**src/source/epu_macros.svh**
```systemverilog
`ifndef EPU_MACROS_SVH
`define EPU_MACROS_SVH

// Datapath widths
`define EPU_DW      32
`define EPU_PCW     30
`define EPU_PSR_DW  10

// MSR address fields
`define EPU_BANK_LSB 9
`define EPU_BANK_W   5
`define EPU_OFF_W    9
`define EPU_IMM_W    15

`define EPU_BANK_PS   5'd0
`define EPU_BANK_IRQC 5'd6

// One-hot offsets, PS bank
`define EPU_OFF_PSR    0
`define EPU_OFF_CPUID  1
`define EPU_OFF_EPSR   2
`define EPU_OFF_EPC    3
`define EPU_OFF_ELSA   4
`define EPU_OFF_COREID 5

// One-hot offsets, IRQC bank
`define EPU_OFF_IMR 0
`define EPU_OFF_IRR 1

// PSR bit positions
`define EPU_PSR_RM   4
`define EPU_PSR_IRE  5
`define EPU_PSR_IMME 6
`define EPU_PSR_DMME 7

// Only RM is set out of reset
`define EPU_PSR_RESET 10'h010

`define EPU_CPUID  32'h0032_0001
`define EPU_COREID 32'h0000_0003

// Exception vectors as byte addresses
`define EPU_VEC_SYSCALL 32'h0000_0100
`define EPU_VEC_EINSN   32'h0000_0200
`define EPU_VEC_EIRQ    32'h0000_0300

`endif

```
**src/source/epu_pkg.sv**
```systemverilog
`include "epu_macros.svh"

package epu_pkg;

   typedef logic [`EPU_DW-1:0]     word_t;
   typedef logic [`EPU_PCW-1:0]    pc_t;
   typedef logic [`EPU_PSR_DW-1:0] psr_t;

   // Operations issued to the unit
   typedef enum logic [2:0] {
      OPC_RMSR     = 3'd0,
      OPC_WMSR     = 3'd1,
      OPC_ESYSCALL = 3'd2,
      OPC_ERET     = 3'd3,
      OPC_EINSN    = 3'd4,
      OPC_EIRQ     = 3'd5
   } epu_opc_e;

   // Decoded MSR bank, anything unmapped is BANK_NONE
   typedef enum logic [1:0] {
      BANK_PS   = 2'd0,
      BANK_IRQC = 2'd1,
      BANK_NONE = 2'd2
   } msr_bank_e;

endpackage

```
**src/source/epu_decode.sv**
```systemverilog
`timescale 1ns/1ps
`include "epu_macros.svh"

module epu_decode (
   input  logic                       clk,
   input  logic                       arst_n,
   input  logic                       issue_valid,
   input  epu_pkg::pc_t               issue_pc,
   input  epu_pkg::epu_opc_e          issue_opc,
   input  epu_pkg::word_t             issue_operand1,
   input  epu_pkg::word_t             issue_imm,
   input  epu_pkg::word_t             issue_operand2,
   output logic                       d_valid,
   output epu_pkg::pc_t               d_pc,
   output epu_pkg::epu_opc_e          d_opc,
   output epu_pkg::msr_bank_e         d_bank,
   output logic [`EPU_OFF_W-1:0]      d_off,
   output epu_pkg::word_t             d_wdat
);

   epu_pkg::word_t          msr_addr;
   logic [`EPU_BANK_W-1:0]  bank_field;
   epu_pkg::msr_bank_e      bank_dec;

   // Immediate only contributes its low bits
   assign msr_addr = issue_operand1 |
                     {{(`EPU_DW-`EPU_IMM_W){1'b0}}, issue_imm[`EPU_IMM_W-1:0]};
   assign bank_field = msr_addr[`EPU_BANK_LSB +: `EPU_BANK_W];

   always_comb begin
      case (bank_field)
         `EPU_BANK_PS:   bank_dec = epu_pkg::BANK_PS;
         `EPU_BANK_IRQC: bank_dec = epu_pkg::BANK_IRQC;
         default:        bank_dec = epu_pkg::BANK_NONE;
      endcase
   end

   always_ff @(posedge clk or negedge arst_n) begin
      if (!arst_n) begin
         d_valid <= 1'b0;
      end else begin
         d_valid <= issue_valid;
      end
   end

   // Payload only moves with a valid issue
   always_ff @(posedge clk) begin
      if (issue_valid) begin
         d_pc   <= issue_pc;
         d_opc  <= issue_opc;
         d_bank <= bank_dec;
         d_off  <= msr_addr[`EPU_OFF_W-1:0];
         d_wdat <= issue_operand2;
      end
   end

endmodule

```
**src/source/epu_execute.sv**
```systemverilog
`timescale 1ns/1ps
`include "epu_macros.svh"

module epu_execute (
   input  logic                   clk,
   input  logic                   arst_n,
   input  logic                   d_valid,
   input  epu_pkg::pc_t           d_pc,
   input  epu_pkg::epu_opc_e      d_opc,
   input  epu_pkg::msr_bank_e     d_bank,
   input  logic [`EPU_OFF_W-1:0]  d_off,
   input  epu_pkg::word_t         d_wdat,
   input  epu_pkg::psr_t          psr,
   input  epu_pkg::psr_t          epsr,
   input  epu_pkg::word_t         epc,
   input  epu_pkg::word_t         elsa,
   input  epu_pkg::word_t         imr,
   input  epu_pkg::word_t         irq_pending,
   output logic                   wb_valid,
   output epu_pkg::pc_t           wb_pc,
   output epu_pkg::word_t         wb_dout,
   output logic                   wb_exc,
   output epu_pkg::pc_t           wb_exc_vec,
   output logic                   c_wmsr,
   output logic                   c_exc_entry,
   output logic                   c_eret,
   output logic                   c_syscall,
   output logic                   c_einsn,
   output epu_pkg::msr_bank_e     c_bank,
   output logic [`EPU_OFF_W-1:0]  c_off,
   output epu_pkg::word_t         c_wdat,
   output epu_pkg::pc_t           c_pc
);

   localparam epu_pkg::word_t VEC_SYSCALL = `EPU_VEC_SYSCALL;
   localparam epu_pkg::word_t VEC_EINSN   = `EPU_VEC_EINSN;
   localparam epu_pkg::word_t VEC_EIRQ    = `EPU_VEC_EIRQ;

   epu_pkg::word_t psr_ext;
   epu_pkg::word_t epsr_ext;
   epu_pkg::word_t rd_ps;
   epu_pkg::word_t rd_irqc;
   epu_pkg::word_t rd_data;
   epu_pkg::pc_t   exc_vec;
   logic           is_entry;
   logic           is_eret;
   logic           is_exc;

   assign psr_ext  = {{(`EPU_DW-`EPU_PSR_DW){1'b0}}, psr};
   assign epsr_ext = {{(`EPU_DW-`EPU_PSR_DW){1'b0}}, epsr};

   // AND-OR read mux per bank
   assign rd_ps = ({`EPU_DW{d_off[`EPU_OFF_PSR]}}    & psr_ext)    |
                  ({`EPU_DW{d_off[`EPU_OFF_CPUID]}}  & `EPU_CPUID)  |
                  ({`EPU_DW{d_off[`EPU_OFF_EPSR]}}   & epsr_ext)   |
                  ({`EPU_DW{d_off[`EPU_OFF_EPC]}}    & epc)        |
                  ({`EPU_DW{d_off[`EPU_OFF_ELSA]}}   & elsa)       |
                  ({`EPU_DW{d_off[`EPU_OFF_COREID]}} & `EPU_COREID);

   assign rd_irqc = ({`EPU_DW{d_off[`EPU_OFF_IMR]}} & imr) |
                    ({`EPU_DW{d_off[`EPU_OFF_IRR]}} & irq_pending);

   // Unmapped banks read as zero
   assign rd_data = ({`EPU_DW{d_bank == epu_pkg::BANK_PS}}   & rd_ps) |
                    ({`EPU_DW{d_bank == epu_pkg::BANK_IRQC}} & rd_irqc);

   assign is_entry = (d_opc == epu_pkg::OPC_ESYSCALL) ||
                     (d_opc == epu_pkg::OPC_EINSN) ||
                     (d_opc == epu_pkg::OPC_EIRQ);
   assign is_eret  = (d_opc == epu_pkg::OPC_ERET);
   assign is_exc   = is_entry | is_eret;

   always_comb begin
      case (d_opc)
         epu_pkg::OPC_ESYSCALL: exc_vec = VEC_SYSCALL[`EPU_DW-1:2];
         epu_pkg::OPC_EINSN:    exc_vec = VEC_EINSN[`EPU_DW-1:2];
         epu_pkg::OPC_EIRQ:     exc_vec = VEC_EIRQ[`EPU_DW-1:2];
         // Return target comes from the saved pc
         epu_pkg::OPC_ERET:     exc_vec = epc[`EPU_DW-1:2];
         default:               exc_vec = '0;
      endcase
   end

   always_ff @(posedge clk or negedge arst_n) begin
      if (!arst_n) begin
         wb_valid    <= 1'b0;
         wb_exc      <= 1'b0;
         c_wmsr      <= 1'b0;
         c_exc_entry <= 1'b0;
         c_eret      <= 1'b0;
         c_syscall   <= 1'b0;
         c_einsn     <= 1'b0;
      end else begin
         wb_valid    <= d_valid;
         wb_exc      <= d_valid & is_exc;
         c_wmsr      <= d_valid & (d_opc == epu_pkg::OPC_WMSR);
         c_exc_entry <= d_valid & is_entry;
         c_eret      <= d_valid & is_eret;
         c_syscall   <= d_valid & (d_opc == epu_pkg::OPC_ESYSCALL);
         c_einsn     <= d_valid & (d_opc == epu_pkg::OPC_EINSN);
      end
   end

   always_ff @(posedge clk) begin
      if (d_valid) begin
         wb_pc      <= d_pc;
         wb_dout    <= is_exc ? '0 : rd_data;
         wb_exc_vec <= exc_vec;
         c_bank     <= d_bank;
         c_off      <= d_off;
         c_wdat     <= d_wdat;
         c_pc       <= d_pc;
      end
   end

endmodule

```
**src/source/epu_result.sv**
```systemverilog
`timescale 1ns/1ps
`include "epu_macros.svh"

module epu_result (
   input  logic                   clk,
   input  logic                   arst_n,
   input  logic                   c_wmsr,
   input  logic                   c_exc_entry,
   input  logic                   c_eret,
   input  logic                   c_syscall,
   input  logic                   c_einsn,
   input  epu_pkg::msr_bank_e     c_bank,
   input  logic [`EPU_OFF_W-1:0]  c_off,
   input  epu_pkg::word_t         c_wdat,
   input  epu_pkg::pc_t           c_pc,
   output epu_pkg::psr_t          psr,
   output epu_pkg::psr_t          epsr,
   output epu_pkg::word_t         epc,
   output epu_pkg::word_t         elsa,
   output epu_pkg::word_t         imr
);

   epu_pkg::pc_t   link_pc;
   epu_pkg::word_t epc_entry;
   epu_pkg::word_t pc_byte;
   logic           wr_ps;
   logic           wr_irqc;

   assign link_pc = c_pc + 1'b1;
   assign pc_byte = {c_pc, 2'b00};

   // Syscall resumes after itself, other exceptions retry the faulting insn
   assign epc_entry = c_syscall ? {link_pc, 2'b00} : pc_byte;

   assign wr_ps   = c_wmsr & (c_bank == epu_pkg::BANK_PS);
   assign wr_irqc = c_wmsr & (c_bank == epu_pkg::BANK_IRQC);

   always_ff @(posedge clk or negedge arst_n) begin
      if (!arst_n) begin
         psr  <= `EPU_PSR_RESET;
         epsr <= '0;
         epc  <= '0;
         elsa <= '0;
         imr  <= '0;
      end else if (c_exc_entry) begin
         epsr              <= psr;
         psr[`EPU_PSR_RM]  <= 1'b1;
         psr[`EPU_PSR_IRE] <= 1'b0;
         epc               <= epc_entry;
         if (c_einsn) begin
            elsa <= pc_byte;
         end
      end else if (c_eret) begin
         // Restore mode and enables saved at entry
         psr[`EPU_PSR_RM]   <= epsr[`EPU_PSR_RM];
         psr[`EPU_PSR_IRE]  <= epsr[`EPU_PSR_IRE];
         psr[`EPU_PSR_IMME] <= epsr[`EPU_PSR_IMME];
         psr[`EPU_PSR_DMME] <= epsr[`EPU_PSR_DMME];
      end else begin
         // Offsets are one-hot, a multi-bit offset hits several registers
         if (wr_ps && c_off[`EPU_OFF_PSR]) begin
            psr <= c_wdat[`EPU_PSR_DW-1:0];
         end
         if (wr_ps && c_off[`EPU_OFF_EPSR]) begin
            epsr <= c_wdat[`EPU_PSR_DW-1:0];
         end
         if (wr_ps && c_off[`EPU_OFF_EPC]) begin
            epc <= c_wdat;
         end
         if (wr_ps && c_off[`EPU_OFF_ELSA]) begin
            elsa <= c_wdat;
         end
         // IRR is read-only
         if (wr_irqc && c_off[`EPU_OFF_IMR]) begin
            imr <= c_wdat;
         end
      end
   end

endmodule

```
**src/source/epu_top.sv**
```systemverilog
`timescale 1ns/1ps
`include "epu_macros.svh"

module epu_top (
   input  logic                clk,
   input  logic                arst_n,
   input  logic                issue_valid,
   input  epu_pkg::pc_t        issue_pc,
   input  epu_pkg::epu_opc_e   issue_opc,
   input  epu_pkg::word_t      issue_operand1,
   input  epu_pkg::word_t      issue_operand2,
   input  epu_pkg::word_t      issue_imm,
   input  epu_pkg::word_t      irq_pending,
   output logic                wb_valid,
   output epu_pkg::pc_t        wb_pc,
   output epu_pkg::word_t      wb_dout,
   output logic                wb_exc,
   output epu_pkg::pc_t        wb_exc_vec,
   output epu_pkg::psr_t       psr
);

   // Decode to execute
   logic                  d_valid;
   epu_pkg::pc_t          d_pc;
   epu_pkg::epu_opc_e     d_opc;
   epu_pkg::msr_bank_e    d_bank;
   logic [`EPU_OFF_W-1:0] d_off;
   epu_pkg::word_t        d_wdat;

   // Execute to result
   logic                  c_wmsr;
   logic                  c_exc_entry;
   logic                  c_eret;
   logic                  c_syscall;
   logic                  c_einsn;
   epu_pkg::msr_bank_e    c_bank;
   logic [`EPU_OFF_W-1:0] c_off;
   epu_pkg::word_t        c_wdat;
   epu_pkg::pc_t          c_pc;

   // Committed MSR state
   epu_pkg::psr_t         epsr;
   epu_pkg::word_t        epc;
   epu_pkg::word_t        elsa;
   epu_pkg::word_t        imr;

   epu_decode u_decode (
      .clk            (clk),
      .arst_n         (arst_n),
      .issue_valid    (issue_valid),
      .issue_pc       (issue_pc),
      .issue_opc      (issue_opc),
      .issue_operand1 (issue_operand1),
      .issue_imm      (issue_imm),
      .issue_operand2 (issue_operand2),
      .d_valid        (d_valid),
      .d_pc           (d_pc),
      .d_opc          (d_opc),
      .d_bank         (d_bank),
      .d_off          (d_off),
      .d_wdat         (d_wdat)
   );

   epu_execute u_execute (
      .clk         (clk),
      .arst_n      (arst_n),
      .d_valid     (d_valid),
      .d_pc        (d_pc),
      .d_opc       (d_opc),
      .d_bank      (d_bank),
      .d_off       (d_off),
      .d_wdat      (d_wdat),
      .psr         (psr),
      .epsr        (epsr),
      .epc         (epc),
      .elsa        (elsa),
      .imr         (imr),
      .irq_pending (irq_pending),
      .wb_valid    (wb_valid),
      .wb_pc       (wb_pc),
      .wb_dout     (wb_dout),
      .wb_exc      (wb_exc),
      .wb_exc_vec  (wb_exc_vec),
      .c_wmsr      (c_wmsr),
      .c_exc_entry (c_exc_entry),
      .c_eret      (c_eret),
      .c_syscall   (c_syscall),
      .c_einsn     (c_einsn),
      .c_bank      (c_bank),
      .c_off       (c_off),
      .c_wdat      (c_wdat),
      .c_pc        (c_pc)
   );

   epu_result u_result (
      .clk         (clk),
      .arst_n      (arst_n),
      .c_wmsr      (c_wmsr),
      .c_exc_entry (c_exc_entry),
      .c_eret      (c_eret),
      .c_syscall   (c_syscall),
      .c_einsn     (c_einsn),
      .c_bank      (c_bank),
      .c_off       (c_off),
      .c_wdat      (c_wdat),
      .c_pc        (c_pc),
      .psr         (psr),
      .epsr        (epsr),
      .epc         (epc),
      .elsa        (elsa),
      .imr         (imr)
   );

endmodule

```
**config.mk**
```make
export PLATFORM = sky130hd
export DESIGN_NAME = epu_top
export DESIGN_NICKNAME = d
export VERILOG_FILES = /design/src/source/epu_pkg.sv /design/src/source/epu_decode.sv /design/src/source/epu_execute.sv /design/src/source/epu_result.sv /design/src/source/epu_top.sv
export VERILOG_INCLUDE_DIRS = /design/src /design/src/source
export SDC_FILE = /design/constraint.sdc
export NUM_CORES = 1
export LEC_CHECK = 0
export BUFFER_PORTS_ARGS = -buffer_cell sky130_fd_sc_hd__buf_2
export CAP_MARGIN = 0
export CELL_PAD_IN_SITES_DETAIL_PLACEMENT = 1
export CELL_PAD_IN_SITES_GLOBAL_PLACEMENT = 1
export CORE_ASPECT_RATIO = 1.5
export CORE_MARGIN = 10
export CORE_UTILIZATION = 49
export DETAILED_ROUTE_END_ITERATION = 10
export HOLD_SLACK_MARGIN = 0.12
export PLACE_DENSITY_LB_ADDON = 0.1
export SYNTH_ARGS = -nofsm -noshare
export SYNTH_HDL_FRONTEND = slang
export SYNTH_HIERARCHICAL = 1
export SYNTH_SLANG_ARGS = --single-unit
```
**constraint.sdc**
```tcl
create_clock -name clk -period 7.5 [get_ports clk]
set_clock_uncertainty 0.2 [all_clocks]
set_input_delay 1.5 -clock clk [delete_from_list [all_inputs] [get_ports clk]]
set_output_delay 1.5 -clock clk [all_outputs]
set_load 0.01 [all_outputs]
```
==> summary.txt <==
Status
  – Status: complete, no violations

Synth
  – Synth Area per Inst: 14.1 um^2
  – Syn Inst Count: a little under 1000
  – Mapped cell area: 13700 um^2
  – Syn nets: ~1100
  – Yosys warning count: 6

Power and ir drop
  – Power share of the clock group: 0.365
  – Internal power: 3430 uW
  – Pwr/cell area: 289 nW/um^2
  – Comb pwr share: 0.116
  – Power, Total: 4620 uW
  – Seq pwr share: 0.520
  – Sw Share: 0.258
  – LEAKAGE: ~0.0066 uW
  – NetSw: 1190 uW
  – VDD IR-drop max: about 0.2 mV

Timing
  – Hold WS: 0.217 ns
  – Slew margin rel.: 0.222
  – Hold Vio Cnt, Final: 0
  – Peak Freq: 313 MHz
  – Final worst setup slack: about 4.3 ns
  – Period minus WS final: 3.20 ns
  – Slew Limit Fails: 0
  – RSZ-0062 raised after global routing: false
  – Setup tns final: 0 ns
  – Setup violators final: 0
  – Worst-Margin Slew: roughly 1.2 ns
  – Fin crit share: 0.427

Floorplan
  – Die area: around 35000 um^2
  – Site row count: 74
  – Starting Density: 0.499
  – Core area: 27400 um^2
  – Chip width: 156 um
  – Die Ht: approximately 220 um
  – # IOs: 268

GRT
  – First-pass GRT wire length: 60800 um
  – Largest net degree at the start of global routing: 79
  – Total gr overflow: 0
  – Total track usage: 0.227
  – Antenna violations before repair: 2
  – Vias in the first global route: approximately 10000

Critical path
  – Crit path DAT: around 3.4 ns
  – Worst r2r src: u_execute/c_exc_entry
  – Worst r2r path cells: 4
  – Critical path peak fanout: 47
  – CP Launch Point: u_execute/c_exc_entry
  – Startpoint Class: register
  – Worst setup path end: u_result/imr[20]
  – Critical path class: register to register
  – R2R Path End: u_result/imr[20]
  – CP endpoint kind: register
  – CP required: 7.70 ns
  – Reg2Reg Setup Slack: approximately 4.3 ns

Finish
  – Nets: approximately 1300
  – Fill cell count: roughly 2700
  – Layout overhead on the synthesized area: 16.8%
  – # diodes: 0
  – Commonest cells after routing, fill and taps aside: 223 x buf_2, 203 x edfxtp_1, 121 x dfrtp_1
  – Fin util: 0.583
  – Most common cell after layout, fill and taps aside: buf_2
  – Layout cell share with drive strength beyond 1: 0.324

Routing
  – Antenna viol nets, final: 0
  – Drt first pass iters: 8
  – Via density: 5.94
  – DRT iter0 DRCs: around 520
  – Via count: just over 9000
  – Routed wire length: 40800 um
  – Drt wl/cell: between 20 and 30 um
  – DRC Markers: 0

Clock network
  – Clk sinks: 327
  – Skew-Pair Late Insertion Delay: around 0.52 ns
  – Worst-path clk slew: 0.06 ns
  – TritonCTS clock tree: done
  – Post-CTS Setup Inserts: 0
  – Clock Tree Buf Depth: 3
  – H-tree levels: 2
  – Post-cts gate resize count: 0
  – Cts bufs inserted: 34
  – Hold_buf cts: 0
  – CTS root buf: clkbuf_16

Flow run
  – Maxcap violations: 0

Worst hold path
  – Hold WC Path Type: register to register

Placed design
  – DP Worst Slack: 4.32 ns
  – Post-DP HPWL: between 20000 and 30000 um
  – GPL Wtd Cong: between 0.8 and 0.9
  – Port Buffer Count: about 230
==> metal layers <==
layer | vias up | wire (um) | track usage
li1 | 4014 | - | -
met1 | 4690 | 15600 | 0.264
met2 | 295 | 21600 | 0.409
met3 | 77 | 2320 | 0.0447
met4 | 4 | 1250 | 0.0776
met5 | - | 20 | 0
==> worst min-delay path by stage <==
| stage | from | slack, ns | endpoint | cells past startpoint |
|---|---|---|---|---|
| finish | u_decode/d_wdat[18] | 0.22 | u_execute/c_wdat[18] | 0 |
| global route | u_decode/d_pc[24] | 0.22 | u_execute/wb_pc[24] | 0 |
| CTS | u_decode/d_pc[13] | 0.22 | u_execute/wb_pc[13] | 0 |
| detailed placement | u_decode/d_wdat[18] | 0.21 | u_execute/c_wdat[18] | 0 |
| global placement | u_decode/d_wdat[1] | 0.20 | u_execute/c_wdat[1] | 0 |
| floorplan | u_decode/d_wdat[0] | 0.20 | u_execute/c_wdat[0] | 0 |
==> area by class of cell <==
cell class	count	area, um^2	area share
sequential	327	9210	0.576
clock buffer	52	1010	0.0634
tap	342	428	0.0268
multi-input combinational	551	3960	0.248
inverter	3	11.3	0.000705
timing repair buffer	243	1270	0.0793
clock inverter	10	93.8	0.00587
==> stage by stage <==
stage / std cells / area (um^2)
finish: 1528 / 16000
global route: 1528 / 16000
CTS: 1528 / 16000
detailed placement: 1466 / 14900
global placement: 1466 / 14900
floorplan: 973 / 13700
==> sequential cells by signal, indices dropped and copies added (netlist names), 32 cells and up <==
signal	count
u_result/elsa	32
u_execute/c_wdat	32
u_result/epc	32
u_result/imr	32
u_decode/d_wdat	32
u_execute/wb_dout	32
==> power groups by stage <==
stage	clock (uW)	sequential, uW	combinational [uW]
4_1_cts	1720	2400	539
5_1_grt	1790	2430	591
3_5_place_dp	0	2430	535
6_report	1680	2400	534
3_3_place_gp	0	2420	511
2_1_floorplan	0	2370	340
==> critical path, cell delays in order (launching register included) <==
cell and delay (ns):
dfrtp_4 0.70, nor4b_1 0.44, and3_1 0.86, buf_4 0.47, mux2_2 0.38
Power figures use the tool's default switching activity.
